### src/icache_pkg.sv
////////////////////////////////////////////////////////////
// shared definitions for the set-associative instruction cache
// fixed widths, default geometry, port structs and the
// controller state encoding used by all cache blocks
////////////////////////////////////////////////////////////

package icache_pkg;

  // fetch side and physical address width
  localparam int unsigned ADDR_W   = 32;
  // one instruction word
  localparam int unsigned FETCH_W  = 32;
  // one cache line is four words
  localparam int unsigned LINE_W   = 128;
  // byte offset inside a line
  localparam int unsigned OFFSET_W = 4;

  // default geometry, both powers of two
  localparam int unsigned DEFAULT_NUM_WAYS = 4;
  localparam int unsigned DEFAULT_NUM_SETS = 16;

  // fetch unit request
  typedef struct packed {
    logic              req;
    logic [ADDR_W-1:0] vaddr;
  } fetch_req_t;

  // response to the fetch unit, valid for one cycle only
  typedef struct packed {
    logic               valid;
    logic [ADDR_W-1:0]  vaddr;
    logic [FETCH_W-1:0] data;
  } fetch_rsp_t;

  // line or word request towards memory
  typedef struct packed {
    logic [ADDR_W-1:0] paddr;
    logic              nc;
    logic [7:0]        way;
  } mem_req_t;

  // refill data, always a full line
  typedef struct packed {
    logic [LINE_W-1:0] data;
  } mem_rtrn_t;

  // controller states
  typedef enum logic [1:0] {FLUSH, IDLE, READ, MISS} ctrl_state_e;

endpackage

### src/icache_repl.sv
////////////////////////////////////////////////////////////
// replacement way choice for the instruction cache
// lowest invalid way first, LFSR way once the set is full
// the one-hot pick is held for the later refill write
////////////////////////////////////////////////////////////

`timescale 1ns/1ps

module icache_repl #(
  parameter int unsigned NumWays = icache_pkg::DEFAULT_NUM_WAYS
) (
  input  logic                       clk_i,
  input  logic                       rst_ni,
  input  logic                       cmp_en_i,
  input  logic                       wr_en_i,
  input  logic [NumWays-1:0]         valid_bits_i,
  output logic [$clog2(NumWays)-1:0] repl_way_o,
  output logic [NumWays-1:0]         repl_way_oh_o
);

  localparam int unsigned WayW = $clog2(NumWays);
  // x^8 + x^6 + x^5 + x^4 + 1, maximal length
  localparam logic [7:0] LfsrTaps = 8'hb8;

  logic [7:0]      lfsr_d, lfsr_q;
  logic [WayW-1:0] inv_way;
  logic            all_valid;

  // first invalid way from the bottom
  always_comb begin : p_inv
    inv_way = '0;
    for (int w = NumWays - 1; w >= 0; w--) begin
      if (!valid_bits_i[w]) begin
        inv_way = WayW'(w);
      end
    end
  end

  assign all_valid  = &valid_bits_i;
  assign repl_way_o = all_valid ? lfsr_q[WayW-1:0] : inv_way;
  // Galois step, shift right and fold in the taps
  assign lfsr_d     = {1'b0, lfsr_q[7:1]} ^ (lfsr_q[0] ? LfsrTaps : 8'h00);

  always_ff @(posedge clk_i or negedge rst_ni) begin : p_regs
    if (!rst_ni) begin
      lfsr_q        <= 8'h01;
      repl_way_oh_o <= '0;
    end else begin
      // only evictions move the random pointer
      if (wr_en_i && all_valid) begin
        lfsr_q <= lfsr_d;
      end
      if (cmp_en_i) begin
        repl_way_oh_o <= {{(NumWays-1){1'b0}}, 1'b1} << repl_way_o;
      end
    end
  end

endmodule

### config.mk
export PLATFORM = sky130hd
export DESIGN_NAME = icache_repl
export DESIGN_NICKNAME = d
export VERILOG_FILES = /design/src/icache_pkg.sv /design/src/icache_repl.sv
export SDC_FILE = /design/constraint.sdc
export NUM_CORES = 1
export LEC_CHECK = 0
export BUFFER_PORTS_ARGS = -buffer_cell sky130_fd_sc_hd__buf_2
export CAP_MARGIN = 10
export CORE_AREA = 10 10 47 49
export DETAILED_ROUTE_END_ITERATION = 6
export DIE_AREA = 0 0 57 59
export GPL_TIMING_DRIVEN = 0
export HOLD_SLACK_MARGIN = 0.1
export MAX_ROUTING_LAYER = met4
export PLACE_DENSITY_LB_ADDON = 0.12
export SLEW_MARGIN = 0
export SYNTH_ARGS = -nofsm -noshare
export SYNTH_HDL_FRONTEND = slang
export SYNTH_SLANG_ARGS = --single-unit
### constraint.sdc
create_clock -name clk_i -period 3.5 [get_ports clk_i]
set_clock_uncertainty 0.15 [all_clocks]
set_input_delay 0.875 -clock clk_i [delete_from_list [all_inputs] [get_ports clk_i]]
set_output_delay 0.875 -clock clk_i [all_outputs]
set_load 0.03 [all_outputs]
==> impl_metrics.env <==
export IMPL_final_max_slew_violation_count=0
export IMPL_hold_buffers=0
export IMPL_yosys_mux_area_fraction=0.184
export IMPL_cts_root_to_sink_buffers=2
export IMPL_yosys_area_share_xor_xnor=0.0476
export IMPL_n_antenna_cell=0
export IMPL_via_count=366
export IMPL_grt_first_pass_wirelength_mm=1.80
export IMPL_crit_arrival_ns=1.57
export IMPL_finalHoldViolCount=0
export IMPL_synth_simple_gate_area_share=0.102
export IMPL_cts_tree="yes"
export IMPL_drc=0
export IMPL_postSynthCellCount=44
export IMPL_initial_core_util=0.394
export IMPL_syn_nets=52
export IMPL_layout_cells_most_common="sky130_fd_sc_hd__buf_2"
export IMPL_vias_in_the_first_global_route=401
export IMPL_leakagePower_nw=0.364
export IMPL_slew_headroom=0.822
export IMPL_wl_per_cell_microns=13.3
export IMPL_cts_repair_timing_setup_buffer_count=0
export IMPL_portBuffers=13
export IMPL_clock_tree_root_cell="sky130_fd_sc_hd__clkbuf_4"
export IMPL_track_usage=0.0685
export IMPL_setup_total_negative_slack_ns=0
export IMPL_hold_slack_ns=0.314
export IMPL_die_width_microns=57
export IMPL_p_total_w=0.000267
export IMPL_cts_made_buffers=3
export IMPL_design_area_sq_um=663
export IMPL_synth_seq_area_share=0.546
export IMPL_power_density_nw_per_um2=403
export IMPL_synth_top_family_by_area="multiplexers"
export IMPL_synth_adder_area_share=0
export IMPL_number_of_clock_sinks=12
export IMPL_timing_worst_setup_path_type="in -> out"
export IMPL_clk_insertion_delay_late_ns=0.27
export IMPL_clk_pin_slew_worst_paths_ns=0.07
export IMPL_synth_compound_gate_area_share=0.0907
export IMPL_crit_path_max_fanout=5
export IMPL_htree_levels=1
export IMPL_worst_setup_path_end_kind="output port"
export IMPL_post_route_cells_drive_above_1_share=0.492
export IMPL_syn_std_cell_area_sq_um=552
export IMPL_cp_data_required_time_ns=2.47
export IMPL_viasPerCell=4.75
export IMPL_total_number_of_placement_rows=14
export IMPL_yosys_warnings=0
export IMPL_synth_ff_latch_count=12
export IMPL_layoutNonFillerInstCount=77
export IMPL_drt_pass1_iter_count=3
export IMPL_worst_ir_drop_vdd_mv=0.211
export IMPL_fmax_mhz=385
export IMPL_final_min_clock_period_ns=2.60
export IMPL_dieArea_sq_um=3360
export IMPL_grt_antenna_before_repair=0
export IMPL_weighted_congestion_at_the_end_of_routability_driven_global_placement=0.763
export IMPL_coreArea_sq_um=1400
export IMPL_fp_dieH_microns=59
export IMPL_placed_cells_incl_taps=73
export IMPL_rsz0062_at_grt="no"
export IMPL_count_of_max_cap_constraint_violations=0
export IMPL_final_cell_mix="14 x sky130_fd_sc_hd__buf_2, 11 x sky130_fd_sc_hd__dfrtp_1, 9 x sky130_fd_sc_hd__mux2_2, 4 x sky130_fd_sc_hd__nand2_1"
export IMPL_timing_critical_path_from="valid_bits_i[3]"
export IMPL_outcome="complete, no violations"
export IMPL_instance_area_at_placement_sq_um=637
export IMPL_layout_area_overhead_vs_synth_pct=20.2
export IMPL_routed_wl_mm=1.02
export IMPL_finalNetCount=70
export IMPL_first_iter_violations=3
export IMPL_timing_worst_slew_pin_value_ns=0.268
export IMPL_grt_start_max_net_pins=13
export IMPL_floorplan_io_pins=14
export IMPL_period_share=0.742
export IMPL_ant_nets=0
export IMPL_worstSetupStartpointType="input port"
export IMPL_grt_remaining_overflow=0
export IMPL_min_path_type="in -> async"
export IMPL_avgSynthCellArea_sq_um=12.5
export IMPL_yosysUniqueCellTypes=17
export IMPL_worst_r2r_startpoint="lfsr_q[0]$_DFFE_PN1P_"
export IMPL_ctsResizeCount=0
export IMPL_setup_violations_final=0
[worst max-delay path: stages]
cell and delay, ns:
sky130_fd_sc_hd__buf_2 0.13, sky130_fd_sc_hd__and3b_2 0.21, sky130_fd_sc_hd__nor2_1 0.13, sky130_fd_sc_hd__buf_2 0.22
[report_power, final]
part           internal [W]  total [W]  leakage (nW)  switching, W
Combinational     0.0000114  0.0000350         0.189     0.0000236
Clock             0.0000442  0.0000884        0.0150     0.0000442
Sequential         0.000142   0.000144         0.160    0.00000156
[layout make-up]
type / instances / area, sq um
multi-input combinational: 28 / 234
inverter: 3 / 11.3
tap: 16 / 20.0
sequential: 12 / 302
buffer: 1 / 5.00
timing repair buffer: 13 / 65.1
clock buffer: 4 / 26.3
fill: 143 / 738
[state kept, by name, indices dropped and copies added, names as in the netlist]
register / flops
lfsr_q: 8
repl_way_oh_o: 4
[layer usage]
metal / part of all wire / track usage / routed length [microns] / vias up
li1: - / - / - / 185
met1: 0.47 / 0.0826 / 480 / 160
met2: 0.37 / 0.0822 / 379 / 16
met3: 0.13 / 0.0365 / 129 / 5
met4: 0.033 / 0.0503 / 34 / 0
met5: 0 / - / 0 / -
[final timing paths]
kind	cells past startpoint	slack, ns	end
min in group clk_i	1	0.34	repl_way_oh_o[1]$_DFFE_PN0P_
setup / recovery	4	0.90	repl_way_o[1]
max in group asynchronous	1	2.62	lfsr_q[0]$_DFFE_PN1P_
setup reg to reg	4	2.17	repl_way_oh_o[2]$_DFFE_PN0P_
hold / removal	1	0.31	lfsr_q[6]$_DFFE_PN0P_
hold reg to reg	1	0.34	repl_way_oh_o[1]$_DFFE_PN0P_
[cell families after synthesis]
group,Yosys count
compound gates,7
xor+xnor,3
buf+inv,4
flops,12
mux,9
simple gates,9
[through the flow]
stage                     setup slack (ns)  utilization
final                                0.902        0.473
after global routing                 0.868        0.473
after CTS                            0.904        0.473
after detailed placement             0.908        0.454
after global placement               0.903        0.454
after floorplan                      0.969            -
[cell usage after synthesis (all sizes together)]
cell type	n	area, sq um
nor2	2	15.0
nand2	4	15.0
o21ai	1	5.00
inv	3	11.3
nand3	1	10.0
dfrtp	11	275
a22o	1	8.76
and3b	1	10.0
nand2b	1	6.26
buf	1	5.00
o221ai	1	8.76
mux2	9	101
o2bb2ai	2	17.5
a21oi	2	10.0
xor2	3	26.3
dfstp	1	26.3
(Power assumes the default switching activity.)
