===== src/icache_pkg.sv =====
////////////////////////////////////////////////////////////
// shared definitions for the set-associative instruction cache
// fixed widths, default geometry, port structs and the
// controller state encoding used by all cache blocks
////////////////////////////////////////////////////////////

package icache_pkg;

  // fetch side and physical address width
  localparam int unsigned ADDR_W   = 32;
  // one instruction word
  localparam int unsigned FETCH_W  = 32;
  // one cache line is four words
  localparam int unsigned LINE_W   = 128;
  // byte offset inside a line
  localparam int unsigned OFFSET_W = 4;

  // default geometry, both powers of two
  localparam int unsigned DEFAULT_NUM_WAYS = 4;
  localparam int unsigned DEFAULT_NUM_SETS = 16;

  // fetch unit request
  typedef struct packed {
    logic              req;
    logic [ADDR_W-1:0] vaddr;
  } fetch_req_t;

  // response to the fetch unit, valid for one cycle only
  typedef struct packed {
    logic               valid;
    logic [ADDR_W-1:0]  vaddr;
    logic [FETCH_W-1:0] data;
  } fetch_rsp_t;

  // line or word request towards memory
  typedef struct packed {
    logic [ADDR_W-1:0] paddr;
    logic              nc;
    logic [7:0]        way;
  } mem_req_t;

  // refill data, always a full line
  typedef struct packed {
    logic [LINE_W-1:0] data;
  } mem_rtrn_t;

  // controller states
  typedef enum logic [1:0] {FLUSH, IDLE, READ, MISS} ctrl_state_e;

endpackage


===== src/icache_ctrl.sv =====
////////////////////////////////////////////////////////////
// instruction cache controller
// captures fetch requests, runs the FLUSH/IDLE/READ/MISS FSM,
// tracks enable and pending flushes, and drives the array
// control and the memory request towards the refill port
////////////////////////////////////////////////////////////

`timescale 1ns/1ps

module icache_ctrl #(
  parameter int unsigned NumWays = icache_pkg::DEFAULT_NUM_WAYS,
  parameter int unsigned NumSets = icache_pkg::DEFAULT_NUM_SETS
) (
  input  logic                                   clk_i,
  input  logic                                   rst_ni,
  input  logic                                   en_i,
  input  logic                                   flush_i,
  input  icache_pkg::fetch_req_t                 fetch_req_i,
  output logic                                   fetch_ready_o,
  output icache_pkg::fetch_rsp_t                 fetch_rsp_o,
  output logic                                   mem_req_valid_o,
  output icache_pkg::mem_req_t                   mem_req_o,
  input  logic                                   mem_ack_i,
  input  logic                                   mem_rtrn_valid_i,
  input  icache_pkg::mem_rtrn_t                  mem_rtrn_i,
  output logic                                   miss_o,
  output logic                                   busy_o,
  output logic                                   rd_en_o,
  output logic                                   wr_en_o,
  output logic                                   flush_en_o,
  output logic                                   cmp_en_o,
  output logic [$clog2(NumSets)-1:0]             index_o,
  output logic [$clog2(NumSets)-1:0]             flush_idx_o,
  output logic [icache_pkg::ADDR_W-icache_pkg::OFFSET_W-$clog2(NumSets)-1:0] tag_o,
  output logic [icache_pkg::OFFSET_W-3:0]        offset_o,
  input  logic                                   hit_i,
  input  logic [icache_pkg::FETCH_W-1:0]         hit_data_i,
  input  logic [$clog2(NumWays)-1:0]             repl_way_i
);

  import icache_pkg::*;

  localparam int unsigned IdxW = $clog2(NumSets);
  localparam int unsigned TagW = ADDR_W - OFFSET_W - IdxW;

  ctrl_state_e        state_d, state_q;
  // cache is enabled and flushed
  logic               cache_en_d, cache_en_q;
  // flush request waiting for the next IDLE
  logic               flush_d, flush_q;
  // tag compare in the cycle after a lookup
  logic               cmp_en_d, cmp_en_q;
  // accepted fetch is non-cacheable
  logic               nc_q;
  logic [IdxW-1:0]    flush_cnt_q;
  logic               flush_done;
  logic               rsp_valid;
  logic [ADDR_W-1:0]  vaddr_d, vaddr_q;
  logic [FETCH_W-1:0] rtrn_word;

  //////////////////////////////////////////////////////////
  // address split and port plumbing
  //////////////////////////////////////////////////////////

  // arrays are read at the index of the address being taken
  assign vaddr_d     = rd_en_o ? fetch_req_i.vaddr : vaddr_q;
  assign index_o     = vaddr_d[OFFSET_W +: IdxW];
  assign tag_o       = vaddr_q[ADDR_W-1 -: TagW];
  assign offset_o    = vaddr_q[OFFSET_W-1:2];
  assign cmp_en_o    = cmp_en_q;
  assign flush_idx_o = flush_cnt_q;
  assign flush_done  = (flush_cnt_q == IdxW'(NumSets - 1));
  assign busy_o      = (state_q != IDLE);

  // word-aligned for nc reads, line-aligned for refills
  assign mem_req_o.paddr = nc_q ? {vaddr_q[ADDR_W-1:2], 2'b00} :
                                  {vaddr_q[ADDR_W-1:OFFSET_W], {OFFSET_W{1'b0}}};
  assign mem_req_o.nc    = nc_q;
  assign mem_req_o.way   = 8'(repl_way_i);

  // nc returns replicate the word, so the offset pick works for both
  assign rtrn_word         = mem_rtrn_i.data[offset_o*FETCH_W +: FETCH_W];
  assign fetch_rsp_o.valid = rsp_valid;
  assign fetch_rsp_o.vaddr = vaddr_q;
  assign fetch_rsp_o.data  = cmp_en_q ? hit_data_i : rtrn_word;

  //////////////////////////////////////////////////////////
  // main FSM
  //////////////////////////////////////////////////////////

  always_comb begin : p_fsm
    state_d         = state_q;
    // disabling is immediate, enabling goes through FLUSH
    cache_en_d      = cache_en_q & en_i;
    flush_d         = flush_q | flush_i;
    cmp_en_d        = 1'b0;
    fetch_ready_o   = 1'b0;
    rd_en_o         = 1'b0;
    wr_en_o         = 1'b0;
    flush_en_o      = 1'b0;
    mem_req_valid_o = 1'b0;
    miss_o          = 1'b0;
    rsp_valid       = 1'b0;

    unique case (state_q)
      // clear one set per cycle
      FLUSH: begin
        flush_en_o = 1'b1;
        if (flush_done) begin
          state_d    = IDLE;
          flush_d    = 1'b0;
          cache_en_d = en_i;
        end
      end
      IDLE: begin
        if (flush_d || (en_i && !cache_en_q)) begin
          state_d = FLUSH;
        end else begin
          fetch_ready_o = 1'b1;
        end
      end
      // hit answers here, anything else becomes a memory request
      READ: begin
        if (hit_i) begin
          rsp_valid     = 1'b1;
          state_d       = IDLE;
          fetch_ready_o = !flush_d;
        end else begin
          mem_req_valid_o = 1'b1;
          if (mem_ack_i) begin
            miss_o  = !nc_q;
            state_d = MISS;
          end
        end
      end
      // return must be taken in the cycle it shows up
      MISS: begin
        if (mem_rtrn_valid_i) begin
          rsp_valid = 1'b1;
          wr_en_o   = !nc_q;
          state_d   = IDLE;
        end
      end
      default: begin
        state_d = FLUSH;
      end
    endcase

    // new lookup, also back-to-back after a hit
    if (fetch_ready_o && fetch_req_i.req) begin
      rd_en_o  = 1'b1;
      cmp_en_d = cache_en_q;
      state_d  = READ;
    end
  end

  always_ff @(posedge clk_i or negedge rst_ni) begin : p_regs
    if (!rst_ni) begin
      state_q     <= FLUSH;
      cache_en_q  <= 1'b0;
      flush_q     <= 1'b0;
      cmp_en_q    <= 1'b0;
      nc_q        <= 1'b0;
      flush_cnt_q <= '0;
    end else begin
      state_q    <= state_d;
      cache_en_q <= cache_en_d;
      flush_q    <= flush_d;
      cmp_en_q   <= cmp_en_d;
      // nc is fixed per request so the memory request stays stable
      if (rd_en_o) begin
        nc_q <= !cache_en_q;
      end
      if (flush_en_o) begin
        flush_cnt_q <= flush_done ? '0 : flush_cnt_q + 1'b1;
      end
    end
  end

  always_ff @(posedge clk_i) begin : p_addr
    vaddr_q <= vaddr_d;
  end

endmodule


===== config.mk =====
export PLATFORM = sky130hd
export DESIGN_NAME = icache_ctrl
export DESIGN_NICKNAME = d
export VERILOG_FILES = /design/src/icache_pkg.sv /design/src/icache_ctrl.sv
export SDC_FILE = /design/constraint.sdc
export NUM_CORES = 1
export LEC_CHECK = 0
export BUFFER_PORTS_ARGS = -buffer_cell sky130_fd_sc_hd__buf_2
export CELL_PAD_IN_SITES_DETAIL_PLACEMENT = 0
export CELL_PAD_IN_SITES_GLOBAL_PLACEMENT = 1
export CORE_AREA = 2 2 135 137
export CTS_CLUSTER_SIZE = 16
export DETAILED_ROUTE_END_ITERATION = 8
export DIE_AREA = 0 0 137 139
export GPL_TIMING_DRIVEN = 0
export PLACE_DENSITY_LB_ADDON = 0.1
export REMOVE_ABC_BUFFERS = 1
export SYNTH_ARGS = -nofsm -noshare
export SYNTH_HDL_FRONTEND = slang
export SYNTH_SLANG_ARGS = --single-unit

===== constraint.sdc =====
create_clock -name clk_i -period 2.8 [get_ports clk_i]
set_clock_uncertainty 0.15 [all_clocks]
set_input_delay 0.28 -clock clk_i [delete_from_list [all_inputs] [get_ports clk_i]]
set_output_delay 0.28 -clock clk_i [all_outputs]
set_load 0.05 [all_outputs]

==> results.yml <==
cells_and_area:
  fin_util_pct: 28.1
  fin_cells: 746
  synthToLayoutAreaGrowth_pct: 52.3
  n_antenna_cell: 0
  nNetsFinal: 724
  nFillCells: 1886
  drive_gt1_share_pct: 80.9
worst_hold_path:
  hold_path.class: "primary input to register"
  whs_path_depth: 1
placed_design:
  gp_congestion: 0.726
  dp.cells: 735
  hpwl_mm: 10.6
  place.port_buffers: 337
logic_synthesis:
  netlist.area_leader.share_pct: 25.8
  ys_ff_latch: 42
  yosysMostFrequentCell: "buf_4"
  synth_edf_count: 28
  async_flop_share_pct: 23.8
  yosysSeqAreaShare_pct: 35.9
  synth_common_cells: "67 x buf_4, 33 x mux2_2, 29 x mux4_2, 28 x edfxtp_1, 10 x dfrtp_1"
  ys_warn_count: 0
  ys.flop_type: "edfxtp_1"
  syn_area_um2: 3260
  syn_inst: 237
  yosys.area.top_type: "edfxtp_1"
  yosys-top-cells-area: "edfxtp_1 26%, mux4_2 20%, buf_4 15%"
  ys_types: 34
  syn_avg_cell_area_um2: 13.8
timing:
  hold_viol_final: 0
  setup-violations-final: 0
  whs_ns: 0.0195
  max_slew_margin_pct: 45.6
  final.min_clock_period_ns: 2.70
  slew_viol_final: 0
  finalCritPeriodShare_pct: 96.3
  setup_tns_ns: 0
  tightest_slew_ns: 0.817
  fmax_ghz: 0.371
drt:
  wl_per_cell_um: 16.9
  drtPass1Iterations: 4
  num_vias: 2952
  drcViolationCount: 0
  wirelength_mm: 12.6
  ant_nets: 0
  drt_iter0_markers: 75
  routed_via_density: 3.96
die:
  die_w_um: 137
  initial_core_util_pct: 18.5
  io_pins: 350
  core_um2: 17700
  num_rows: 49
  die_h_um: 139
  die_area_um2: 19000
setup_path:
  start_kind: "register"
  reg2reg_depth: 6
  worst_ep_arrival_time_ns: 2.27
  worstSetupEndpointType: "primary output"
  worstPathRequired_ns: 2.37
  critPathMaxFanout: 17
  worstSetupPathType: "register to primary output"
clock_tree:
  numCtsBuffers: 5
  cts.sinks: 42
  worstSkewPairLatency_ns: 0.28
  cts_tree: "built"
  cts_max_path_buffers: 2
  htreeDepth: 2
  clk_pin_slew_ns: 0.06
  clockRootBuffer: "clkbuf_16"
job:
  cap_violations: 0
grt:
  grt_pass1_wl_mm: 17.6
  antenna_found_initial: 1
  grt_pass1_vias: 2998
  grt_remaining_overflow: 0
  grt_max_degree: 34
  groute.usage.overall_pct: 12.2
power:
  vdd.ir_drop.worst_mv: 0.375
  power_uw: 2340
  power.density_nw_per_um2: 471
  leakage_uw: 0.00246
run_status:
  status: "finished, final reports clean"
## stage by stage
step	worst slack, ns	cell area (µm²)
after CTS	0.0112	4940
after global placement	-0.734	4650
after floorplan	-0.740	2680
after detailed placement	0.173	4750
after global routing	-0.00101	4960
final	0.105	4960
## area by class of cell
class                           instances  area, µm²  area share [%]
Inverter                                6       22.5           0.454
Tap cell                              229        287            5.77
Clock inverter                          2       37.5           0.756
Sequential cell                        42       1170            23.6
Multi-Input combinational cell        117       1490            29.9
Clock buffer                            6        129            2.60
Timing Repair Buffer                  344       1830            36.9
## path summary, 6_finish.rpt
kind | startpoint | end | slack (ns)
setup / recovery | state_q[0]$_DFFE_PN0P_ | index_o[1] | 0.10
hold / removal | fetch_req_i[28] | vaddr_q[28]$_DFFE_PP_ | 0.02
setup reg to reg | state_q[0]$_DFFE_PN0P_ | vaddr_q[5]$_DFF_P_ | 0.77
hold reg to reg | flush_q$_DFF_PN0_ | flush_q$_DFF_PN0_ | 0.37
max in group asynchronous | rst_ni | cmp_en_o$_DFF_PN0_ | 2.04
min in group asynchronous | rst_ni | flush_idx_o[0]$_DFFE_PN0P_ | 0.24
## where the power goes
part           switching, µW  internal [µW]
Clock                    235            421
Sequential              63.4            718
Combinational            587            316
Total                    885           1450
## sequential cells by signal, indices dropped and copies added, names as in the netlist
signal	cells
cmp_en_o	1
vaddr_q	32
state_q	2
flush_q	1
cache_en_q	1
flush_idx_o	4
nc_q	1
## critical path, cell delays in order (launching register included)
cell	delay (ns)
dfrtp_1	0.44
inv_1	0.11
ha_1	0.22
a22o_1	0.18
and4_4	0.31
buf_12	0.18
mux2_4	0.31
buf_2	0.21
## layer usage
layer	share of wire, %	track usage, %
met1	36	13.4
met2	52	22.8
met3	9.7	2.92
met4	2.0	3.69
met5	0.10	0
## layout by cell type (no fill, tap or decap), types with 2 or more instances in the layout
cell	instances
o21ai_0	2
nand2_1	4
a31oi_1	2
buf_2	337
buf_16	3
conb_1	8
clkbuf_16	6
mux4_1	3
and2_1	3
dfxtp_1	4
mux2i_1	2
mux4_2	29
dfrtp_1	9
mux2_4	4
ha_1	6
edfxtp_1	28
nand2b_1	2
a22o_1	2
nand3_1	2
inv_1	6
mux2_2	33
nor2_1	3
and3_1	4
## what timing repair did
item / CTS / global route
buffers inserted: 1 / 0
hold endpoints to repair: 10 / 0
hold buffers: 1 / 0
setup endpoints to repair: 13 / 4
gates resized for setup: 0 / 1
cloned: 0 / 1
## cell families (layout without fill, tap and decap cells)
logic type / after synthesis / after routing / share of synthesized area, %
other cells: 1 / 8 / 0.115
xor+xnor: 1 / 1 / 0.269
simple gates: 20 / 20 / 3.30
flops: 42 / 42 / 35.9
compound gates: 11 / 11 / 2.38
fa+ha+maj: 6 / 6 / 2.30
mux: 71 / 71 / 36.3
buf+inv: 85 / 358 / 19.4
(Power assumes the default switching activity.)
